### src/hdl/mcu_pkg.sv
/*
 * Shared definitions for the mini MCU subsystem
 *   - OBI-style request and response structs
 *   - address map of the two RAM banks and the peripheral window
 *   - register offsets inside the peripheral window
 *   - copy job descriptor from the register block to the copy engine
 */

package mcu_pkg;

  // request driven by a bus master, held until gnt
  typedef struct packed {
    logic        req;
    logic        we;
    logic [3:0]  be;
    logic [31:0] addr;
    logic [31:0] wdata;
  } obi_req_t;

  // gnt belongs to the current cycle, the rest to the cycle after the grant
  typedef struct packed {
    logic        gnt;
    logic        rvalid;
    logic        err;
    logic [31:0] rdata;
  } obi_resp_t;

  // total RAM, split into two banks by the top level
  localparam int unsigned MEM_SIZE = 32'h0001_0000;

  localparam logic [31:0] RAM0_START_ADDRESS   = 32'h0000_0000;
  localparam logic [31:0] RAM1_START_ADDRESS   = 32'h0000_8000;
  localparam logic [31:0] PERIPH_START_ADDRESS = 32'h2000_0000;
  localparam int unsigned PERIPH_SIZE          = 32'h0000_1000;

  localparam logic [11:0] EXIT_VALUE_OFFSET = 12'h000;
  localparam logic [11:0] DMA_SRC_OFFSET    = 12'h004;
  localparam logic [11:0] DMA_DST_OFFSET    = 12'h008;
  localparam logic [11:0] DMA_LEN_OFFSET    = 12'h00C;
  localparam logic [11:0] DMA_CTRL_OFFSET   = 12'h010;

  // start is a single-cycle pulse, len counts 32-bit words
  typedef struct packed {
    logic [31:0] src;
    logic [31:0] dst;
    logic [15:0] len;
    logic        start;
  } dma_cfg_t;

endpackage

### src/hdl/peripheral_subsystem.sv
/*
 * peripheral_subsystem: memory-mapped register block
 *   - exit value register with sticky valid flag
 *   - copy engine source, destination, length and control
 *   - start pulse generation and busy status readback
 */

`timescale 1ns/10ps

module peripheral_subsystem (
  input  logic               clk_i,
  input  logic               rst_n_i,
  input  mcu_pkg::obi_req_t  slave_req_i,
  output mcu_pkg::obi_resp_t slave_resp_o,
  output mcu_pkg::dma_cfg_t  dma_cfg_o,
  input  logic               dma_busy_i,
  output logic [31:0]        exit_value_o,
  output logic               exit_valid_o
);

  import mcu_pkg::*;

  function automatic logic [31:0] merge_be(input logic [31:0] old_val,
                                           input logic [31:0] new_val,
                                           input logic [3:0]  be);
    logic [31:0] result;
    result = old_val;
    for (int i = 0; i < 4; i++) begin
      if (be[i]) begin
        result[8*i +: 8] = new_val[8*i +: 8];
      end
    end
    return result;
  endfunction

  logic [11:0] offset;
  logic        wr_en;
  logic        offset_hit;
  logic        busy;
  logic        start_q;
  logic [31:0] src_q;
  logic [31:0] dst_q;
  logic [15:0] len_q;
  logic [31:0] len_merged;
  logic [31:0] rdata_q;
  logic        rvalid_q;
  logic        err_q;

  assign offset     = slave_req_i.addr[11:0];
  assign wr_en      = slave_req_i.req && slave_req_i.we;
  assign offset_hit = (offset == EXIT_VALUE_OFFSET) || (offset == DMA_SRC_OFFSET) ||
                      (offset == DMA_DST_OFFSET) || (offset == DMA_LEN_OFFSET) ||
                      (offset == DMA_CTRL_OFFSET);
  assign len_merged = merge_be({16'h0000, len_q}, slave_req_i.wdata, slave_req_i.be);

  // the engine only raises busy a cycle after the pulse, so cover that gap
  assign busy = dma_busy_i || start_q;

  always_ff @(posedge clk_i) begin
    if (wr_en) begin
      case (offset)
        EXIT_VALUE_OFFSET: exit_value_o <= merge_be(exit_value_o, slave_req_i.wdata, slave_req_i.be);
        DMA_SRC_OFFSET:    src_q <= merge_be(src_q, slave_req_i.wdata, slave_req_i.be);
        DMA_DST_OFFSET:    dst_q <= merge_be(dst_q, slave_req_i.wdata, slave_req_i.be);
        DMA_LEN_OFFSET:    len_q <= len_merged[15:0];
        default: ;
      endcase
    end
  end

  always_ff @(posedge clk_i) begin
    if (!rst_n_i) begin
      exit_valid_o <= 1'b0;
      start_q      <= 1'b0;
    end else begin
      if (wr_en && (offset == EXIT_VALUE_OFFSET)) begin
        exit_valid_o <= 1'b1;
      end
      // a start request while a job runs is dropped
      start_q <= wr_en && (offset == DMA_CTRL_OFFSET) && slave_req_i.be[0] &&
                 slave_req_i.wdata[0] && !busy;
    end
  end

  always_ff @(posedge clk_i) begin
    case (offset)
      EXIT_VALUE_OFFSET: rdata_q <= exit_value_o;
      DMA_SRC_OFFSET:    rdata_q <= src_q;
      DMA_DST_OFFSET:    rdata_q <= dst_q;
      DMA_LEN_OFFSET:    rdata_q <= {16'h0000, len_q};
      DMA_CTRL_OFFSET:   rdata_q <= {31'h0, busy};
      default:           rdata_q <= 32'h0;
    endcase
  end

  always_ff @(posedge clk_i) begin
    if (!rst_n_i) begin
      rvalid_q <= 1'b0;
      err_q    <= 1'b0;
    end else begin
      rvalid_q <= slave_req_i.req;
      err_q    <= slave_req_i.req && !offset_hit;
    end
  end

  assign slave_resp_o = '{gnt: slave_req_i.req, rvalid: rvalid_q, err: err_q, rdata: rdata_q};
  assign dma_cfg_o    = '{src: src_q, dst: dst_q, len: len_q, start: start_q};

endmodule

### config.mk
export PLATFORM = sky130hd
export DESIGN_NAME = peripheral_subsystem
export DESIGN_NICKNAME = d
export VERILOG_FILES = /design/src/hdl/mcu_pkg.sv /design/src/hdl/peripheral_subsystem.sv
export SDC_FILE = /design/constraint.sdc
export NUM_CORES = 1
export LEC_CHECK = 0
export ABC_CLOCK_PERIOD_IN_PS = 3000
export BUFFER_PORTS_ARGS = -buffer_cell sky130_fd_sc_hd__buf_2
export CAP_MARGIN = 20
export CORE_MARGIN = 2
export CORE_UTILIZATION = 47
export DETAILED_ROUTE_END_ITERATION = 10
export GPL_TIMING_DRIVEN = 1
export PLACE_DENSITY = 0.83
export SLEW_MARGIN = 10
export SYNTH_ARGS = -nofsm -noshare
export SYNTH_HDL_FRONTEND = slang
export SYNTH_SLANG_ARGS = --single-unit
### constraint.sdc
create_clock -name clk_i -period 3 [get_ports clk_i]
set_clock_uncertainty 0.05 [all_clocks]
set_input_delay 0.45 -clock clk_i [delete_from_list [all_inputs] [get_ports clk_i]]
set_output_delay 0.45 -clock clk_i [all_outputs]
set_load 0.01 [all_outputs]
==> flow_metrics.env <==
export IMPL_vias=3532
export IMPL_worst_pin_slew_ns=0.669
export IMPL_drc_errors=0
export IMPL_yosys_area_top_type="edfxtp_1"
export IMPL_numClockSinks=148
export IMPL_synth_seq_cells=148
export IMPL_clock_latency_ns=0.51
export IMPL_wire_per_inst_um=19.1
export IMPL_r2r_start="dst_q[9]$_DFFE_PP_"
export IMPL_worst_endpoint_required_ns=3.16
export IMPL_io_pins=222
export IMPL_grt_use_total=0.220
export IMPL_rsz0062_at_grt="no"
export IMPL_core_um2=10800
export IMPL_status="finished, final reports clean"
export IMPL_holdBufCountCts=0
export IMPL_clock_path_buffers=2
export IMPL_die_w_um=110
export IMPL_grt_overflow_total=0
export IMPL_r2r_cells=2
export IMPL_hp_class="in -> reg"
export IMPL_yosys_top_cells_area="edfxtp_1, dfxtp_1, mux4_2"
export IMPL_setup_viol=0
export IMPL_grt_pass1_wl_um=18900
export IMPL_synth_area_um2=5240
export IMPL_ant_nets=0
export IMPL_path_max_fanout=8
export IMPL_initial_core_util=0.483
export IMPL_setup_tns_final_ns=0
export IMPL_cts_root_buf="clkbuf_8"
export IMPL_fmax_mhz=538
export IMPL_viasPerCell=5.19
export IMPL_drive_gt1_frac=0.492
export IMPL_synth_area_per_cell_um2=17.1
export IMPL_gp_congestion=0.722
export IMPL_drt_iter0_drc=199
export IMPL_die_h_um=110
export IMPL_rows=38
export IMPL_dieArea_um2=12000
export IMPL_post_cts_buffers=0
export IMPL_netlist_instances=307
export IMPL_grt_pass1_vias=3693
export IMPL_path_clk_slew_ns=0.06
export IMPL_power_density_nw_per_um2=618
export IMPL_hold_violations=0
export IMPL_yosysTopAreaCellShare=0.642
export IMPL_h_tree_depth=4
export IMPL_drv_cap=0
export IMPL_crit_end="src_q[5]$_DFFE_PP_"
export IMPL_syn_to_final_growth_pct=34.4
export IMPL_fin_crit_ns=1.86
export IMPL_timing_rr_end="rdata_q[9]$_DFF_P_"
export IMPL_nets=601
export IMPL_final_core_util=0.649
export IMPL_cts_tree="yes"
export IMPL_post_dp_hpwl_um=9300
export IMPL_yosysWarnings=0
export IMPL_worst_setup_path_end_kind="register"
export IMPL_p_leak_uw=0.00295
export IMPL_syn_num_nets=380
export IMPL_crit_start="slave_req_i[41]"
export IMPL_cp_arrival_ns=2.02
export IMPL_ff2ff_setup_slack_ns=1.77
export IMPL_drv_slew=0
export IMPL_cts_buffers=17
export IMPL_dr_pass1_iters=5
export IMPL_portBuffers=201
export IMPL_maxSlewHeadroom=0.550
export IMPL_post_cts_resized=0
export IMPL_antennaDiodeCount=0
export IMPL_fin_crit_sh=0.620
export IMPL_path_class="in -> reg"
export IMPL_antenna_found_initial=0
export IMPL_yosysUniqueCellTypes=31
export IMPL_start_kind="input pin"
export IMPL_routed_wl_um=13000
export IMPL_hold_depth=1
export IMPL_ys_seq_area_frac=0.780
export IMPL_grt_max_degree=25
export IMPL_ir_drop_v=0.000378
==> power by group <==
group / switching, µW / internal [µW] / leakage (µW)
registers: 0.797 / 2200 / 0.00130
clock network: 722 / 1290 / 0.000275
logic: 78.9 / 63.1 / 0.00137
total: 801 / 3550 / 0.00295
==> per-layer routing <==
layer  GRT usage  up-vias  share of wire
li1            -     1601              -
met1       0.249     1759           0.38
met2       0.379      163           0.54
met3      0.0794        9          0.075
met4      0.0886        0         0.0081
met5           0        -              0
==> synthesized netlist by cell type <==
cell,n
edfxtp_1,112
nor2_1,49
dfxtp_1,36
a21oi_1,17
and3_1,16
mux2i_1,16
mux4_2,15
buf_2,6
clkbuf_1,6
buf_4,5
nand3_1,3
nand4_1,3
nand2_1,2
nand3b_1,2
nor2b_1,2
nor3_1,2
a22oi_1,1
a31oi_1,1
a41oi_1,1
and2_1,1
buf_1,1
clkbuf_2,1
inv_1,1
mux2_2,1
nand2_2,1
nand4_2,1
nor3_4,1
nor4_1,1
o21ai_0,1
o2bb2ai_1,1
or4_4,1
==> layout by cell type (no fill, tap or decap), types with 2 or more instances in the layout <==
master	Yosys	final
nor2b_1	2	2
nand2_1	2	2
mux4_2	15	15
a21oi_1	17	17
clkbuf_1	6	8
dfxtp_1	36	36
mux2i_1	16	16
nor3_1	2	2
and3_1	16	16
nand3b_1	2	2
clkinv_2	0	3
nand3_1	3	3
clkbuf_8	0	2
edfxtp_1	112	112
nand4_1	3	3
nor2_1	49	49
bufinv_16	0	3
clkbuf_16	0	16
buf_2	6	201
buf_4	5	20
==> area by class of cell <==
type | instances | area [µm²]
clock buffer | 26 | 458
clock inverter | 6 | 105
fill | 808 | 3800
inverter | 1 | 3.75
multi-input combinational | 139 | 1060
sequential | 148 | 4080
tap | 140 | 175
timing repair buffer | 221 | 1160
==> worst min path at each step <==
stage / slack, ns / from / to
after detailed placement: 0.44 / src_q[28]$_DFFE_PP_ / rdata_q[28]$_DFF_P_
after global placement: 0.43 / src_q[28]$_DFFE_PP_ / rdata_q[28]$_DFF_P_
after floorplan: 0.45 / start_q$_SDFF_PN0_ / start_q$_SDFF_PN0_
after global routing: 0.06 / slave_req_i[29] / exit_value_o[29]$_DFFE_PP_
after CTS: 0.06 / slave_req_i[29] / exit_value_o[29]$_DFFE_PP_
final: 0.09 / slave_req_i[22] / src_q[22]$_DFFE_PP_
==> registers in the layout, indices dropped and copies added (netlist names) <==
| name | flops |
|---|---|
| len_q | 16 |
| rdata_q | 32 |
| rvalid_q | 1 |
| dst_q | 32 |
| exit_value_o | 32 |
| src_q | 32 |
| err_q | 1 |
| start_q | 1 |
| exit_valid_o | 1 |
==> cell families (layout without fill, tap and decap cells) <==
family	Yosys count	in the layout	share of synthesized area
buf+inv	20	254	0.0196
simple gates	85	85	0.0805
mux	32	32	0.0972
compound gates	22	22	0.0232
flops	148	148	0.780
==> critical path, cell delays in order <==
cell and delay (ns):
buf_2 0.09, or4_4 0.53, nor3_4 0.27, nand4_1 0.27, nor2_1 0.18, buf_4 0.22
==> stage by stage <==
stage	worst slack (ns)	std cells	hold WS (ns)	instance area (µm²)	total power [µW]
3_3_place_gp	0.660	649	0.430	6480	2380
4_1_cts	1.17	681	0.0601	7040	4390
5_1_grt	1.08	681	0.0595	7040	4480
3_5_place_dp	0.625	649	0.439	6480	2390
2_1_floorplan	0.689	307	0.453	5240	2320
6_report	1.14	681	0.0870	7040	4350
Power figures use the tool's default switching activity.
