===== config.mk =====
export PLATFORM = sky130hd
export DESIGN_NAME = dma_engine
export DESIGN_NICKNAME = d
export VERILOG_FILES = /design/src/hdl/mcu_pkg.sv /design/src/hdl/dma_engine.sv
export SDC_FILE = /design/constraint.sdc
export NUM_CORES = 1
export LEC_CHECK = 0
export ABC_CLOCK_PERIOD_IN_PS = 3850
export BUFFER_PORTS_ARGS = -buffer_cell sky130_fd_sc_hd__clkbuf_2
export CAP_MARGIN = 20
export CELL_PAD_IN_SITES_DETAIL_PLACEMENT = 0
export CELL_PAD_IN_SITES_GLOBAL_PLACEMENT = 2
export CORE_ASPECT_RATIO = 0.6
export CORE_MARGIN = 4
export CORE_UTILIZATION = 32
export DETAILED_ROUTE_END_ITERATION = 8
export PLACE_DENSITY_LB_ADDON = 0.1
export SYNTH_ARGS = -nofsm -noshare
export SYNTH_HDL_FRONTEND = slang
export SYNTH_SLANG_ARGS = --single-unit

===== constraint.sdc =====
create_clock -name clk_i -period 3.85 [get_ports clk_i]
set_input_delay 0.385 -clock clk_i [delete_from_list [all_inputs] [get_ports clk_i]]
set_output_delay 0.385 -clock clk_i [all_outputs]
set_load 0.02 [all_outputs]

===== src/hdl/mcu_pkg.sv =====
/*
 * Shared definitions for the mini MCU subsystem
 *   - OBI-style request and response structs
 *   - address map of the two RAM banks and the peripheral window
 *   - register offsets inside the peripheral window
 *   - copy job descriptor from the register block to the copy engine
 */

package mcu_pkg;

  // request driven by a bus master, held until gnt
  typedef struct packed {
    logic        req;
    logic        we;
    logic [3:0]  be;
    logic [31:0] addr;
    logic [31:0] wdata;
  } obi_req_t;

  // gnt belongs to the current cycle, the rest to the cycle after the grant
  typedef struct packed {
    logic        gnt;
    logic        rvalid;
    logic        err;
    logic [31:0] rdata;
  } obi_resp_t;

  // total RAM, split into two banks by the top level
  localparam int unsigned MEM_SIZE = 32'h0001_0000;

  localparam logic [31:0] RAM0_START_ADDRESS   = 32'h0000_0000;
  localparam logic [31:0] RAM1_START_ADDRESS   = 32'h0000_8000;
  localparam logic [31:0] PERIPH_START_ADDRESS = 32'h2000_0000;
  localparam int unsigned PERIPH_SIZE          = 32'h0000_1000;

  localparam logic [11:0] EXIT_VALUE_OFFSET = 12'h000;
  localparam logic [11:0] DMA_SRC_OFFSET    = 12'h004;
  localparam logic [11:0] DMA_DST_OFFSET    = 12'h008;
  localparam logic [11:0] DMA_LEN_OFFSET    = 12'h00C;
  localparam logic [11:0] DMA_CTRL_OFFSET   = 12'h010;

  // start is a single-cycle pulse, len counts 32-bit words
  typedef struct packed {
    logic [31:0] src;
    logic [31:0] dst;
    logic [15:0] len;
    logic        start;
  } dma_cfg_t;

endpackage


===== src/hdl/dma_engine.sv =====
/*
 * dma_engine: word copy engine on bus master 1
 *   - FSM with idle, read request, read wait and write request phases
 *   - word countdown with source and destination stepping by 4
 *   - aborts the job on a read error response
 */

`timescale 1ns/10ps

module dma_engine (
  input  logic               clk_i,
  input  logic               rst_n_i,
  input  mcu_pkg::dma_cfg_t  cfg_i,
  output mcu_pkg::obi_req_t  master_req_o,
  input  mcu_pkg::obi_resp_t master_resp_i,
  output logic               busy_o
);

  import mcu_pkg::*;

  typedef enum logic [1:0] {
    DMA_IDLE,
    DMA_RD_REQ,
    DMA_RD_WAIT,
    DMA_WR_REQ
  } dma_state_e;

  dma_state_e  state_q;
  dma_state_e  state_d;
  logic [15:0] count_q;
  logic [31:0] src_q;
  logic [31:0] dst_q;
  logic [31:0] data_q;
  logic        job_start;

  // a zero-length job never leaves idle
  assign job_start = (state_q == DMA_IDLE) && cfg_i.start && (cfg_i.len != 16'h0000);

  always_comb begin
    state_d = state_q;
    case (state_q)
      DMA_IDLE: begin
        if (job_start) begin
          state_d = DMA_RD_REQ;
        end
      end
      DMA_RD_REQ: begin
        if (master_resp_i.gnt) begin
          state_d = DMA_RD_WAIT;
        end
      end
      DMA_RD_WAIT: begin
        if (master_resp_i.rvalid) begin
          state_d = master_resp_i.err ? DMA_IDLE : DMA_WR_REQ;
        end
      end
      DMA_WR_REQ: begin
        if (master_resp_i.gnt) begin
          state_d = (count_q == 16'd1) ? DMA_IDLE : DMA_RD_REQ;
        end
      end
      default: state_d = DMA_IDLE;
    endcase
  end

  always_comb begin
    master_req_o = '0;
    if (state_q == DMA_RD_REQ) begin
      master_req_o.req  = 1'b1;
      master_req_o.be   = 4'hF;
      master_req_o.addr = src_q;
    end else if (state_q == DMA_WR_REQ) begin
      master_req_o.req   = 1'b1;
      master_req_o.we    = 1'b1;
      master_req_o.be    = 4'hF;
      master_req_o.addr  = dst_q;
      master_req_o.wdata = data_q;
    end
  end

  always_ff @(posedge clk_i) begin
    if (!rst_n_i) begin
      state_q <= DMA_IDLE;
      count_q <= 16'h0000;
    end else begin
      state_q <= state_d;
      if (job_start) begin
        count_q <= cfg_i.len;
      end else if ((state_q == DMA_WR_REQ) && master_resp_i.gnt) begin
        count_q <= count_q - 16'd1;
      end
    end
  end

  always_ff @(posedge clk_i) begin
    if (job_start) begin
      src_q <= cfg_i.src;
      dst_q <= cfg_i.dst;
    end else if ((state_q == DMA_WR_REQ) && master_resp_i.gnt) begin
      src_q <= src_q + 32'd4;
      dst_q <= dst_q + 32'd4;
    end
    if ((state_q == DMA_RD_WAIT) && master_resp_i.rvalid) begin
      data_q <= master_resp_i.rdata;
    end
  end

  assign busy_o = (state_q != DMA_IDLE);

  // read wait lasts a single cycle, so every grant must be answered right after it
  rvalid_follows_gnt: assert property (@(posedge clk_i) disable iff (!rst_n_i)
    master_resp_i.gnt |=> master_resp_i.rvalid);

endmodule


==> reports/results.tsv <==
stage	metric	value	unit
layout	multi-input logic area	3010	µm²
layout	area grow syn2layout	28.23	%
clocking	CTS tree	yes	
routing	per-cell routed wire length	17.61	µm
critical_path	CP startpoint kind	flip-flop	
floorplanning	Die ar.	22660	µm²
critical_path	Max stage delay cell, worst path	buf_4	
clocking	# hold bufs at CTS	0	
critical_path	Reg2Reg Depth	7	
sta	setup TNS	0	ns
routing	final WL	19530	µm
floorplanning	Die H	118.2	µm
clocking	Clock Latency Late Sink	0.41	ns
power	leakage power	3.286	nW
critical_path	CP Capture Type	primary output	
clocking	CTS Sinks	114	
floorplanning	initial core utilization	33.28	%
placed_design	RD Place Congestion	0.8425	
grt	GRT Total Usage	17.08	%
synth	ys flop type	edfxtp_1	
power	Switching Fraction	28.32	%
synth	Mapped Nets	777	
grt	global-route wire length before repair	30550	µm
clocking	CTS clk-pin slew, worst paths	0.06	ns
critical_path	R2R setup slack	1.42	ns
synth	post-synthesis xor/xnor area fraction	7.976	%
grt	Overflow after GRT	0	
power	Clock power frac	42.2	%
layout	final-layout fill cell count	1971	
sta	min Tclk post-route	2.564	ns
routing	routed vias	5539	
critical_path	Reg2Reg Launch Point	state_q[0]$_SDFFE_PN0P_	
critical_path	crit-path max cell delay	0.71	ns
critical_path	Worst R2R End	count_q[11]$_SDFFE_PN0P_	
synth	post-synthesis compound-gate area fraction	9.579	%
grt	pin count of the biggest net entering global routing	148	
clocking	Post-CTS Setup Inserts	0	
critical_path	CP Max Fanout	66	
synth	Synth Area in Adders	0.7725	%
synth	top cell type by total area after synthesis	edfxtp_1	
routing	Remaining DRCs	0	
sta	max_slew headroom	40.98	%
power	Cell Int Power	0.003031	W
synth	Mapped Cells	655	
critical_path	crit path DAT	2.18	ns
clocking	root buffer cell	clkbuf_16	
critical_path	crit path capture	master_req_o[39]	
sta	worst-margin pin slew	0.8853	ns
sta	Tcrit/Tclk final	66.60	%
synth	Post-synth EDFFs	96	
synth	Synth cell types	51	
synth	Yosys top cell area share	44.50	%
synth	main combinational cell family by area after synthesis	simple AND/OR/NAND/NOR gates	
synth	Yosys reg bits	114	
sta	skew final	0.01051	ns
routing	post-route ant nets	0	
sta	Setup Viol. Count Final	0	
routing	Via density	4.995	
synth	syn_area_per_cell	9.891	µm²
grt	initial antenna violation count	0	
synth	Post-Synth Simple-Gate Area	22.52	%
synth	yosys warns	0	
floorplanning	IO Count	189	
clocking	CTS Buffer Depth	2	
power	Sw Pwr	0.001198	W
placed_design	IO buf count	188	
layout	fraction of layout cells with a size suffix above 1	29.42	%
layout	leading cell type in the layout, fill and taps excluded	clkbuf_2	
floorplanning	Std-Cell Rows	39	
routing	DRT Pass-1 Iters	5	
power	register share of total power	39.7	%
clocking	Post-CTS Resized	0	
power	Pwr per Cell Area	509.0	nW/µm²
layout	antenna cells	0	
synth	Post-Syn Area	6479	µm²
grt	vias in the first global route	5468	
sta	RSZ-0062 raised after global routing	no	
layout	commonest non-fill, non-tap cells in the layout	clkbuf_2 (188), edfxtp_1 (96), nand2_1 (90)	
synth	Synth area leaders	edfxtp_1 (44%), dfxtp_1 (5.6%), nand2_1 (5.2%)	
synth	sequential element share of the synthesized area	50.06	%
synth	ys async rst share	0	%
layout	area occupied by registers	3244	µm²
critical_path	Setup CP Type	reg2out	
sta	Fmax	0.3900	GHz
hold_path	Hold Path Class	in2reg	
layout	Final Net Count	952	
floorplanning	core area	19470	µm²
clocking	Num CTS Buffers	17	
power	peak supply drop	0.0002976	V
critical_path	WP data required	3.46	ns
floorplanning	die width	191.7	µm
routing	Starting DRT DRC Count	302	
power	share of total power in combinational logic	18.1	%
placed_design	DPL Wire Length	14110	µm
sta	Slew Limit Fails	0	
flow_run	MaxCap Viol Count	0	
clocking	CTS HTree Levels	4	
power	total power	0.004229	W
critical_path	sequence of cells on the critical path	buf_4 > mux2i_1 > nor2_1 > clkbuf_2	
synth	mux share of post-synthesis cell area	5.446	%
sta	Hold Vio Cnt, Final	0	
outcome	status	completed	
critical_path	Critical Path Source	state_q[1]$_SDFFE_PN0P_	
==> cells in the mapped netlist (3+ instances only) <==
cell / count
nand2_1: 90
inv_1: 11
buf_2: 9
a221oi_1: 3
mux2i_1: 33
nor4_1: 5
and2_1: 7
nor3_2: 6
and4_1: 6
o21ai_0: 60
o21ai_2: 3
ha_1: 4
nor2_1: 57
o21ai_1: 5
a21oi_1: 17
nand4_1: 15
nand3b_1: 5
buf_4: 4
a31oi_1: 5
nand3_1: 28
clkbuf_1: 24
xor2_1: 37
nor3_1: 8
and3_1: 47
xnor2_1: 22
edfxtp_1: 96
dfxtp_1: 18
==> flip-flops by register name, summed over array words and instances, names as in the netlist <==
register and flops:
src_q 32, data_q 32, state_q 2, count_q 16, dst_q 32
==> power by group through the flow <==
stage / registers (W) / logic, W / clock network, W
after floorplan: 0.00165 / 0.000531 / 0
after global placement: 0.00170 / 0.000765 / 0
after detailed placement: 0.00170 / 0.000775 / 0
after CTS: 0.00168 / 0.000780 / 0.00182
after global routing: 0.00170 / 0.000864 / 0.00188
final: 0.00168 / 0.000766 / 0.00178
==> cells by family (layout without fill, tap and decap cells) <==
kind of cell               Yosys count  in the layout
DFF                                114            114
xor gates and xnor gates            59             59
buffers and inverters               52            240
muxes                               35             35
AOI/OAI and AO/OA                  107            107
adders and majority gates            4              4
and+or+nand+nor                    284            284
==> layout make-up <==
type | instances | share of cell area, %
sequential | 114 | 39.05
multi-input combinational | 489 | 36.23
timing repair buffer | 196 | 12.20
clock buffer | 22 | 5.828
tap | 266 | 4.006
clock inverter | 10 | 2.139
inverter | 12 | 0.5422
==> worst max-delay path: cells and delay by family (launching register included) <==
kind | cells | cell delay [ns]
flops | 1 | 0.38
simple gates | 1 | 0.24
buf+inv | 2 | 0.93
mux | 1 | 0.17
==> metrics by stage <==
step / hold slack (ns) / cells / cell area, µm² / setup WS [ns] / util (%)
after floorplan: 0.4538 / 655 / 6479 / 0.9055 / -
after global placement: 0.4678 / 1077 / 7646 / 1.402 / 39.27
after detailed placement: 0.4701 / 1077 / 7646 / 1.396 / 39.27
after CTS: 0.1202 / 1109 / 8308 / 1.281 / 42.67
after global routing: 0.1253 / 1109 / 8308 / 1.100 / 42.67
final: 0.1434 / 1109 / 8308 / 1.286 / 42.67
==> metal layers <==
| layer | vias to the layer above | global-route usage (%) | wire (µm) |
|---|---|---|---|
| li1 | 2724 | - | - |
| met1 | 2658 | 26.04 | 10080 |
| met2 | 143 | 23.74 | 8024 |
| met3 | 14 | 4.537 | 1218 |
| met4 | 0 | 4.574 | 211 |
| met5 | - | 0 | 0 |
==> how the worst min path moves through the flow <==
stage | cells past startpoint | slack (ns) | startpoint | to
4_1_cts | 1 | 0.12 | master_resp_i[19] | data_q[19]$_DFFE_PP_
3_5_place_dp | 2 | 0.47 | count_q[15]$_SDFFE_PN0P_ | count_q[15]$_SDFFE_PN0P_
5_1_grt | 1 | 0.13 | master_resp_i[21] | data_q[21]$_DFFE_PP_
6_report | 1 | 0.14 | master_resp_i[19] | data_q[19]$_DFFE_PP_
2_1_floorplan | 2 | 0.45 | count_q[13]$_SDFFE_PN0P_ | count_q[13]$_SDFFE_PN0P_
3_3_place_gp | 2 | 0.47 | count_q[15]$_SDFFE_PN0P_ | count_q[15]$_SDFFE_PN0P_
Note: power is estimated with default switching activity, not from simulation.
