[src/hdl/mcu_pkg.sv]
/*
 * Shared definitions for the mini MCU subsystem
 *   - OBI-style request and response structs
 *   - address map of the two RAM banks and the peripheral window
 *   - register offsets inside the peripheral window
 *   - copy job descriptor from the register block to the copy engine
 */

package mcu_pkg;

  // request driven by a bus master, held until gnt
  typedef struct packed {
    logic        req;
    logic        we;
    logic [3:0]  be;
    logic [31:0] addr;
    logic [31:0] wdata;
  } obi_req_t;

  // gnt belongs to the current cycle, the rest to the cycle after the grant
  typedef struct packed {
    logic        gnt;
    logic        rvalid;
    logic        err;
    logic [31:0] rdata;
  } obi_resp_t;

  // total RAM, split into two banks by the top level
  localparam int unsigned MEM_SIZE = 32'h0001_0000;

  localparam logic [31:0] RAM0_START_ADDRESS   = 32'h0000_0000;
  localparam logic [31:0] RAM1_START_ADDRESS   = 32'h0000_8000;
  localparam logic [31:0] PERIPH_START_ADDRESS = 32'h2000_0000;
  localparam int unsigned PERIPH_SIZE          = 32'h0000_1000;

  localparam logic [11:0] EXIT_VALUE_OFFSET = 12'h000;
  localparam logic [11:0] DMA_SRC_OFFSET    = 12'h004;
  localparam logic [11:0] DMA_DST_OFFSET    = 12'h008;
  localparam logic [11:0] DMA_LEN_OFFSET    = 12'h00C;
  localparam logic [11:0] DMA_CTRL_OFFSET   = 12'h010;

  // start is a single-cycle pulse, len counts 32-bit words
  typedef struct packed {
    logic [31:0] src;
    logic [31:0] dst;
    logic [15:0] len;
    logic        start;
  } dma_cfg_t;

endpackage

[src/hdl/system_bus.sv]
/*
 * system_bus: two-master, three-slave crossbar
 *   - fixed priority, host over copy engine
 *   - address decode against the package address map
 *   - response routing one cycle after the grant
 *   - error responses for unmapped addresses
 */

`timescale 1ns/10ps

module system_bus #(
  parameter int unsigned NUM_BYTES = 32768
) (
  input  logic               clk_i,
  input  logic               rst_n_i,
  input  mcu_pkg::obi_req_t  host_req_i,
  output mcu_pkg::obi_resp_t host_resp_o,
  input  mcu_pkg::obi_req_t  dma_req_i,
  output mcu_pkg::obi_resp_t dma_resp_o,
  output mcu_pkg::obi_req_t  ram0_req_o,
  input  mcu_pkg::obi_resp_t ram0_resp_i,
  output mcu_pkg::obi_req_t  ram1_req_o,
  input  mcu_pkg::obi_resp_t ram1_resp_i,
  output mcu_pkg::obi_req_t  periph_req_o,
  input  mcu_pkg::obi_resp_t periph_resp_i
);

  import mcu_pkg::*;

  localparam logic [1:0] SLV_RAM0   = 2'd0;
  localparam logic [1:0] SLV_RAM1   = 2'd1;
  localparam logic [1:0] SLV_PERIPH = 2'd2;
  localparam logic [1:0] SLV_NONE   = 2'd3;

  // unsigned subtraction folds the lower and upper bound into one compare
  function automatic logic [1:0] decode_addr(input logic [31:0] addr);
    logic [1:0] slave;
    if ((addr - RAM0_START_ADDRESS) < NUM_BYTES) begin
      slave = SLV_RAM0;
    end else if ((addr - RAM1_START_ADDRESS) < NUM_BYTES) begin
      slave = SLV_RAM1;
    end else if ((addr - PERIPH_START_ADDRESS) < PERIPH_SIZE) begin
      slave = SLV_PERIPH;
    end else begin
      slave = SLV_NONE;
    end
    return slave;
  endfunction

  obi_req_t   sel_req;
  obi_resp_t  slave_resp;
  logic       sel_host;
  logic [1:0] sel_slave;
  logic       sel_gnt;
  logic       rsp_pending_q;
  logic       rsp_host_q;
  logic [1:0] rsp_slave_q;

  // the host always wins, the copy engine keeps its req up until granted
  always_comb begin
    sel_host  = host_req_i.req;
    sel_req   = sel_host ? host_req_i : dma_req_i;
    sel_slave = decode_addr(sel_req.addr);
  end

  always_comb begin
    ram0_req_o       = sel_req;
    ram0_req_o.req   = sel_req.req && (sel_slave == SLV_RAM0);
    ram1_req_o       = sel_req;
    ram1_req_o.req   = sel_req.req && (sel_slave == SLV_RAM1);
    periph_req_o     = sel_req;
    periph_req_o.req = sel_req.req && (sel_slave == SLV_PERIPH);
    case (sel_slave)
      SLV_RAM0:   sel_gnt = ram0_resp_i.gnt;
      SLV_RAM1:   sel_gnt = ram1_resp_i.gnt;
      SLV_PERIPH: sel_gnt = periph_resp_i.gnt;
      default:    sel_gnt = sel_req.req;
    endcase
  end

  // remember who got the grant so the response finds its way back
  always_ff @(posedge clk_i) begin
    if (!rst_n_i) begin
      rsp_pending_q <= 1'b0;
      rsp_host_q    <= 1'b0;
      rsp_slave_q   <= SLV_NONE;
    end else begin
      rsp_pending_q <= sel_gnt;
      if (sel_gnt) begin
        rsp_host_q  <= sel_host;
        rsp_slave_q <= sel_slave;
      end
    end
  end

  always_comb begin
    case (rsp_slave_q)
      SLV_RAM0:   slave_resp = ram0_resp_i;
      SLV_RAM1:   slave_resp = ram1_resp_i;
      SLV_PERIPH: slave_resp = periph_resp_i;
      default: begin
        slave_resp        = '0;
        slave_resp.rvalid = rsp_pending_q;
        slave_resp.err    = 1'b1;
      end
    endcase
    host_resp_o     = '0;
    dma_resp_o      = '0;
    host_resp_o.gnt = sel_gnt && sel_host;
    dma_resp_o.gnt  = sel_gnt && !sel_host;
    if (rsp_pending_q && rsp_host_q) begin
      host_resp_o.rvalid = slave_resp.rvalid;
      host_resp_o.err    = slave_resp.err;
      host_resp_o.rdata  = slave_resp.rdata;
    end else if (rsp_pending_q) begin
      dma_resp_o.rvalid = slave_resp.rvalid;
      dma_resp_o.err    = slave_resp.err;
      dma_resp_o.rdata  = slave_resp.rdata;
    end
  end

  // a slave answering without a grant in the previous cycle would be dropped unseen
  ram0_rvalid_follows_gnt: assert property (@(posedge clk_i) disable iff (!rst_n_i)
    ram0_resp_i.rvalid |-> (rsp_pending_q && (rsp_slave_q == SLV_RAM0)));

  ram1_rvalid_follows_gnt: assert property (@(posedge clk_i) disable iff (!rst_n_i)
    ram1_resp_i.rvalid |-> (rsp_pending_q && (rsp_slave_q == SLV_RAM1)));

  periph_rvalid_follows_gnt: assert property (@(posedge clk_i) disable iff (!rst_n_i)
    periph_resp_i.rvalid |-> (rsp_pending_q && (rsp_slave_q == SLV_PERIPH)));

endmodule

[config.mk]
export PLATFORM = sky130hd
export DESIGN_NAME = system_bus
export DESIGN_NICKNAME = d
export VERILOG_FILES = /design/src/hdl/mcu_pkg.sv /design/src/hdl/system_bus.sv
export SDC_FILE = /design/constraint.sdc
export NUM_CORES = 1
export LEC_CHECK = 0
export BUFFER_PORTS_ARGS = -buffer_cell sky130_fd_sc_hd__buf_2
export CAP_MARGIN = 40
export CORE_AREA = 5 5 202 204
export DETAILED_ROUTE_END_ITERATION = 16
export DIE_AREA = 0 0 207 209
export PLACE_DENSITY_LB_ADDON = 0.3
export RECOVER_POWER = 100
export SLEW_MARGIN = 20
export SYNTH_ARGS = -nofsm -noshare
export SYNTH_HDL_FRONTEND = slang
export SYNTH_SLANG_ARGS = --single-unit
[constraint.sdc]
create_clock -name clk_i -period 4.1 [get_ports clk_i]
set_input_delay 0.41 -clock clk_i [delete_from_list [all_inputs] [get_ports clk_i]]
set_output_delay 0.41 -clock clk_i [all_outputs]
set_load 0.05 [all_outputs]
==> summary.txt <==
Power and ir drop
  • Power density over cell area: 228 nW/um2
  • Relative contribution of combinational cells to total power: 85.4%
  • Static leakage: 0.00267 uW
  • Power spent charging and discharging nets: 916 uW
  • Clk network pwr share: 11.3%
  • Switching part of the total: 68.9%
  • Worst vdd ir: 0.139 mV
  • Part of the total power dissipated in sequential elements: 3.2%
  • Power Internal: 413 uW

Outcome
  • Result of the run: complete, but fails checks
  • Violated checks: max-capacitance violations, max-slew violations

Setup path
  • CP most frequent cell: sky130_fd_sc_hd__buf_4
  • Startpoint Class: input pin
  • Worst Path Class, Setup: input pin to output pin
  • Endpoint kind of the worst setup timing path: output pin
  • Data arrival time of the worst path: 3.36 ns
  • Master of the slowest instance on the critical path: sky130_fd_sc_hd__buf_4
  • Number of buffers and inverters on the critical path: 5
  • Req. time, crit path: 3.69 ns
  • Max incr delay on CP: 0.44 ns
  • Worst Path Max Fanout: 45
  • Ordered cell list for the critical path: buf_4 -> buf_4 -> mux2_1 -> inv_1 -> ha_1 -> o21ai_0 -> xnor2_1 -> a21o_1 -> and4_1 -> nor3b_1 -> a211oi_2 -> buf_4 -> nor2b_4 -> clkbuf_2
  • Top delay family on crit path: buffers and inverters

Placement
  • RD Place Congestion: 0.890
  • Port-buffer cells: 526
  • HPWL after DPL: 21,800 um
  • Placement Setup Slack: 0.377 ns

Cells and area
  • NumNets Final: 1,145
  • Storage element area: 81.3 um2
  • Filler Cells Inserted: 4,719
  • Layout cell share with drive strength beyond 1: 39.8%
  • Final core utilization: 14.9%
  • Antenna Cells: 0
  • Commonest cells after routing, fill and taps aside: 314 x sky130_fd_sc_hd__buf_2, 210 x sky130_fd_sc_hd__clkbuf_1, 112 x sky130_fd_sc_hd__nor2_1, 65 x sky130_fd_sc_hd__mux2_1, 39 x sky130_fd_sc_hd__mux2i_1
  • Multi-input combinational cell area: 2540 um2
  • Post-synthesis to final-layout area growth: 52.6%
  • Most common cell after layout, fill and taps aside: sky130_fd_sc_hd__buf_2

STA
  • Period utilization: 92.0%
  • Min Clock Period, post-route: 3.77 ns
  • Setup TNS Final: 0 ns
  • Worst-case headroom to the max-slew limit: -29.0%
  • Worst clock skew on the final layout: 0 ns
  • Number of pins exceeding their max-slew limit in the final report: 36
  • Fmax: 265 MHz
  • Final critical-path setup slack: 0.330 ns
  • Actual slew at the worst max-slew pin: 1.93 ns
  • Final Hold Fails: 0
  • Final setup violation count: 0
  • Hold_ws: 0.476 ns
  • RSZ-0062 raised after global routing: false

Routing
  • Total via count in the routed design: 5,058
  • Vias per cell: 3.56
  • DR iter-0 viols: 254
  • Routed length per instance: 17.2 um
  • Residual DRC: 0
  • Number of routed nets with antenna violations: 0
  • Pre-Repair DR Iteration Count: 4
  • Wire length reported by the detailed router: 24,400 um

Floorplan
  • Core area: 39,100 um2
  • Initial core utilization: 9.79%
  • FP Rows: 73
  • Die Height: 209 um
  • Floorplan die area: 43,300 um2
  • Die extent in x: 207 um
  • Top-Level Pins: 527

Yosys
  • Number of distinct standard cells referenced by the synthesized netlist: 59
  • Top cells by area in the synthesized netlist: sky130_fd_sc_hd__buf_4 27%, sky130_fd_sc_hd__mux2_2 19%, sky130_fd_sc_hd__nor2_1 11%, sky130_fd_sc_hd__mux2i_1 9.7%, sky130_fd_sc_hd__a21oi_1 4.4%
  • Avg Inst Size Synth: 7.33 um2
  • Post-synth top area share: 27.1%
  • Number of nets produced by synthesis: 771
  • Library cell with the largest summed area after synthesis: sky130_fd_sc_hd__buf_4
  • Number of synthesized register bits: 4
  • Share of async-settable or async-resettable flops after synthesis: 0%
  • Number of instances in the synthesized netlist: 522
  • Share of synthesized area occupied by flip-flops and latches: 2.09%
  • Number of enable flip-flop cells after synthesis: 0
  • Prevailing post-synth register cell: sky130_fd_sc_hd__dfxtp_1
  • Cell area after synthesis: 3830 um2
  • Yosys warning count: 0

Min path
  • Worst min-delay path class: flop to flop

Global routing
  • GRT Resource Usage Total: 10.2%
  • Number of antenna violations at the first check in global routing: 3
  • Number of global-route vias before repair: 5,178
  • Remaining global-route overflow: 0
  • Pin count of the biggest net entering global routing: 53
  • Global-route wire length before repair: 33,800 um

Job
  • Max-capacitance violation count: 1

Clock network
  • H-tree levels: 1
  • Number of setup buffers added after CTS: 0
  • Number of buffers created by CTS: 3
  • Hold-fix buffers, CTS: 0
  • TritonCTS clock tree: built
  • Number of sinks on the clock net: 4
  • Clock-pin slew reported for the worst setup and hold paths after clock tree synthesis: 0.03 ns
  • Number of buffers on the longest clock path: 2
  • CTS root buf: sky130_fd_sc_hd__clkbuf_16
  • Worst-Skew Late Latency: 0.22 ns
  • Number of gates resized after cts: 0
[per-layer routing]
metal	share of wire (%)	global-route usage, %	wire [um]	vias up
li1	-	-	-	2390
met1	39	11.8	9480	2334
met2	49	18.2	11900	306
met3	9.1	3.06	2210	24
met4	3.0	2.69	722	4
met5	0.11	0	27	-
[worst reg2reg max path: cells and delay by family (launching register included)]
| family | cells | cell delay, ns |
|---|---|---|
| flip-flops | 1 | 0.30 |
| multiplexers | 1 | 0.28 |
| buffers and inverters | 1 | 0.07 |
| AO/OA/AOI/OAI | 1 | 0.08 |
[final cells by class]
class / count / area share, %
clock buffer: 3 / 1.29
inverter: 8 / 0.514
multi-input combinational: 343 / 43.5
sequential: 4 / 1.39
tap: 525 / 11.2
timing repair buffer: 536 / 42.1
[registers in the layout, indices dropped and copies added, names as in the netlist]
signal,flops
rsp_host_q,1
rsp_pending_q,1
rsp_slave_q,2
[Yosys cell counts (4+ instances only)]
| library cell | instances |
|---|---|
| sky130_fd_sc_hd__buf_4 | 138 |
| sky130_fd_sc_hd__xor2_1 | 7 |
| sky130_fd_sc_hd__nand2_1 | 6 |
| sky130_fd_sc_hd__nor2_1 | 114 |
| sky130_fd_sc_hd__o21ai_0 | 6 |
| sky130_fd_sc_hd__inv_1 | 8 |
| sky130_fd_sc_hd__o22ai_1 | 5 |
| sky130_fd_sc_hd__a21oi_1 | 34 |
| sky130_fd_sc_hd__mux2_2 | 66 |
| sky130_fd_sc_hd__clkbuf_1 | 20 |
| sky130_fd_sc_hd__buf_1 | 4 |
| sky130_fd_sc_hd__nor3b_1 | 5 |
| sky130_fd_sc_hd__dfxtp_1 | 4 |
| sky130_fd_sc_hd__mux2i_1 | 37 |
| sky130_fd_sc_hd__nor3_1 | 6 |
[stage by stage]
step / std cells / cell area [um2] / total power [uW]
finish: 1419 / 5840 / 1330
CTS: 1419 / 6140 / 1390
global placement: 1415 / 6040 / 1240
detailed placement: 1416 / 6060 / 1240
global route: 1419 / 5840 / 1380
floorplan: 522 / 3860 / 1010
[path summary, 6_finish.rpt]
| check | slack [ns] | depth (start not counted) | from | end |
|---|---|---|---|---|
| worst max-delay path | 0.33 | 14 | host_req_i[69] | host_resp_o[34] |
| worst min-delay path | 0.48 | 2 | rsp_host_q | rsp_host_q |
| worst min register to register | 0.48 | 2 | rsp_host_q | rsp_host_q |
| worst max register to register | 3.25 | 3 | rsp_slave_q[0] | rsp_slave_q[0] |
[power by group through the flow]
stage / clock [uW] / sequential (uW) / combinational [uW]
2_1_floorplan: 0 / 42.1 / 966
3_3_place_gp: 0 / 47.6 / 1190
3_5_place_dp: 0 / 43.6 / 1190
4_1_cts: 153 / 43.1 / 1200
5_1_grt: 156 / 43.4 / 1190
6_report: 151 / 43.0 / 1140
[kinds of logic after synthesis]
logic type               after synthesis  share of synthesized area, %
AO/OA/AOI/OAI                         60                          9.74
XOR/XNOR                               9                          2.06
adder cells (fa/ha/maj)                2                         0.654
buffers and inverters                175                          32.0
flip-flops                             4                          2.09
multiplexers                         108                          31.1
AND/OR/NAND/NOR                      164                          22.4
(Power assumes the default switching activity.)
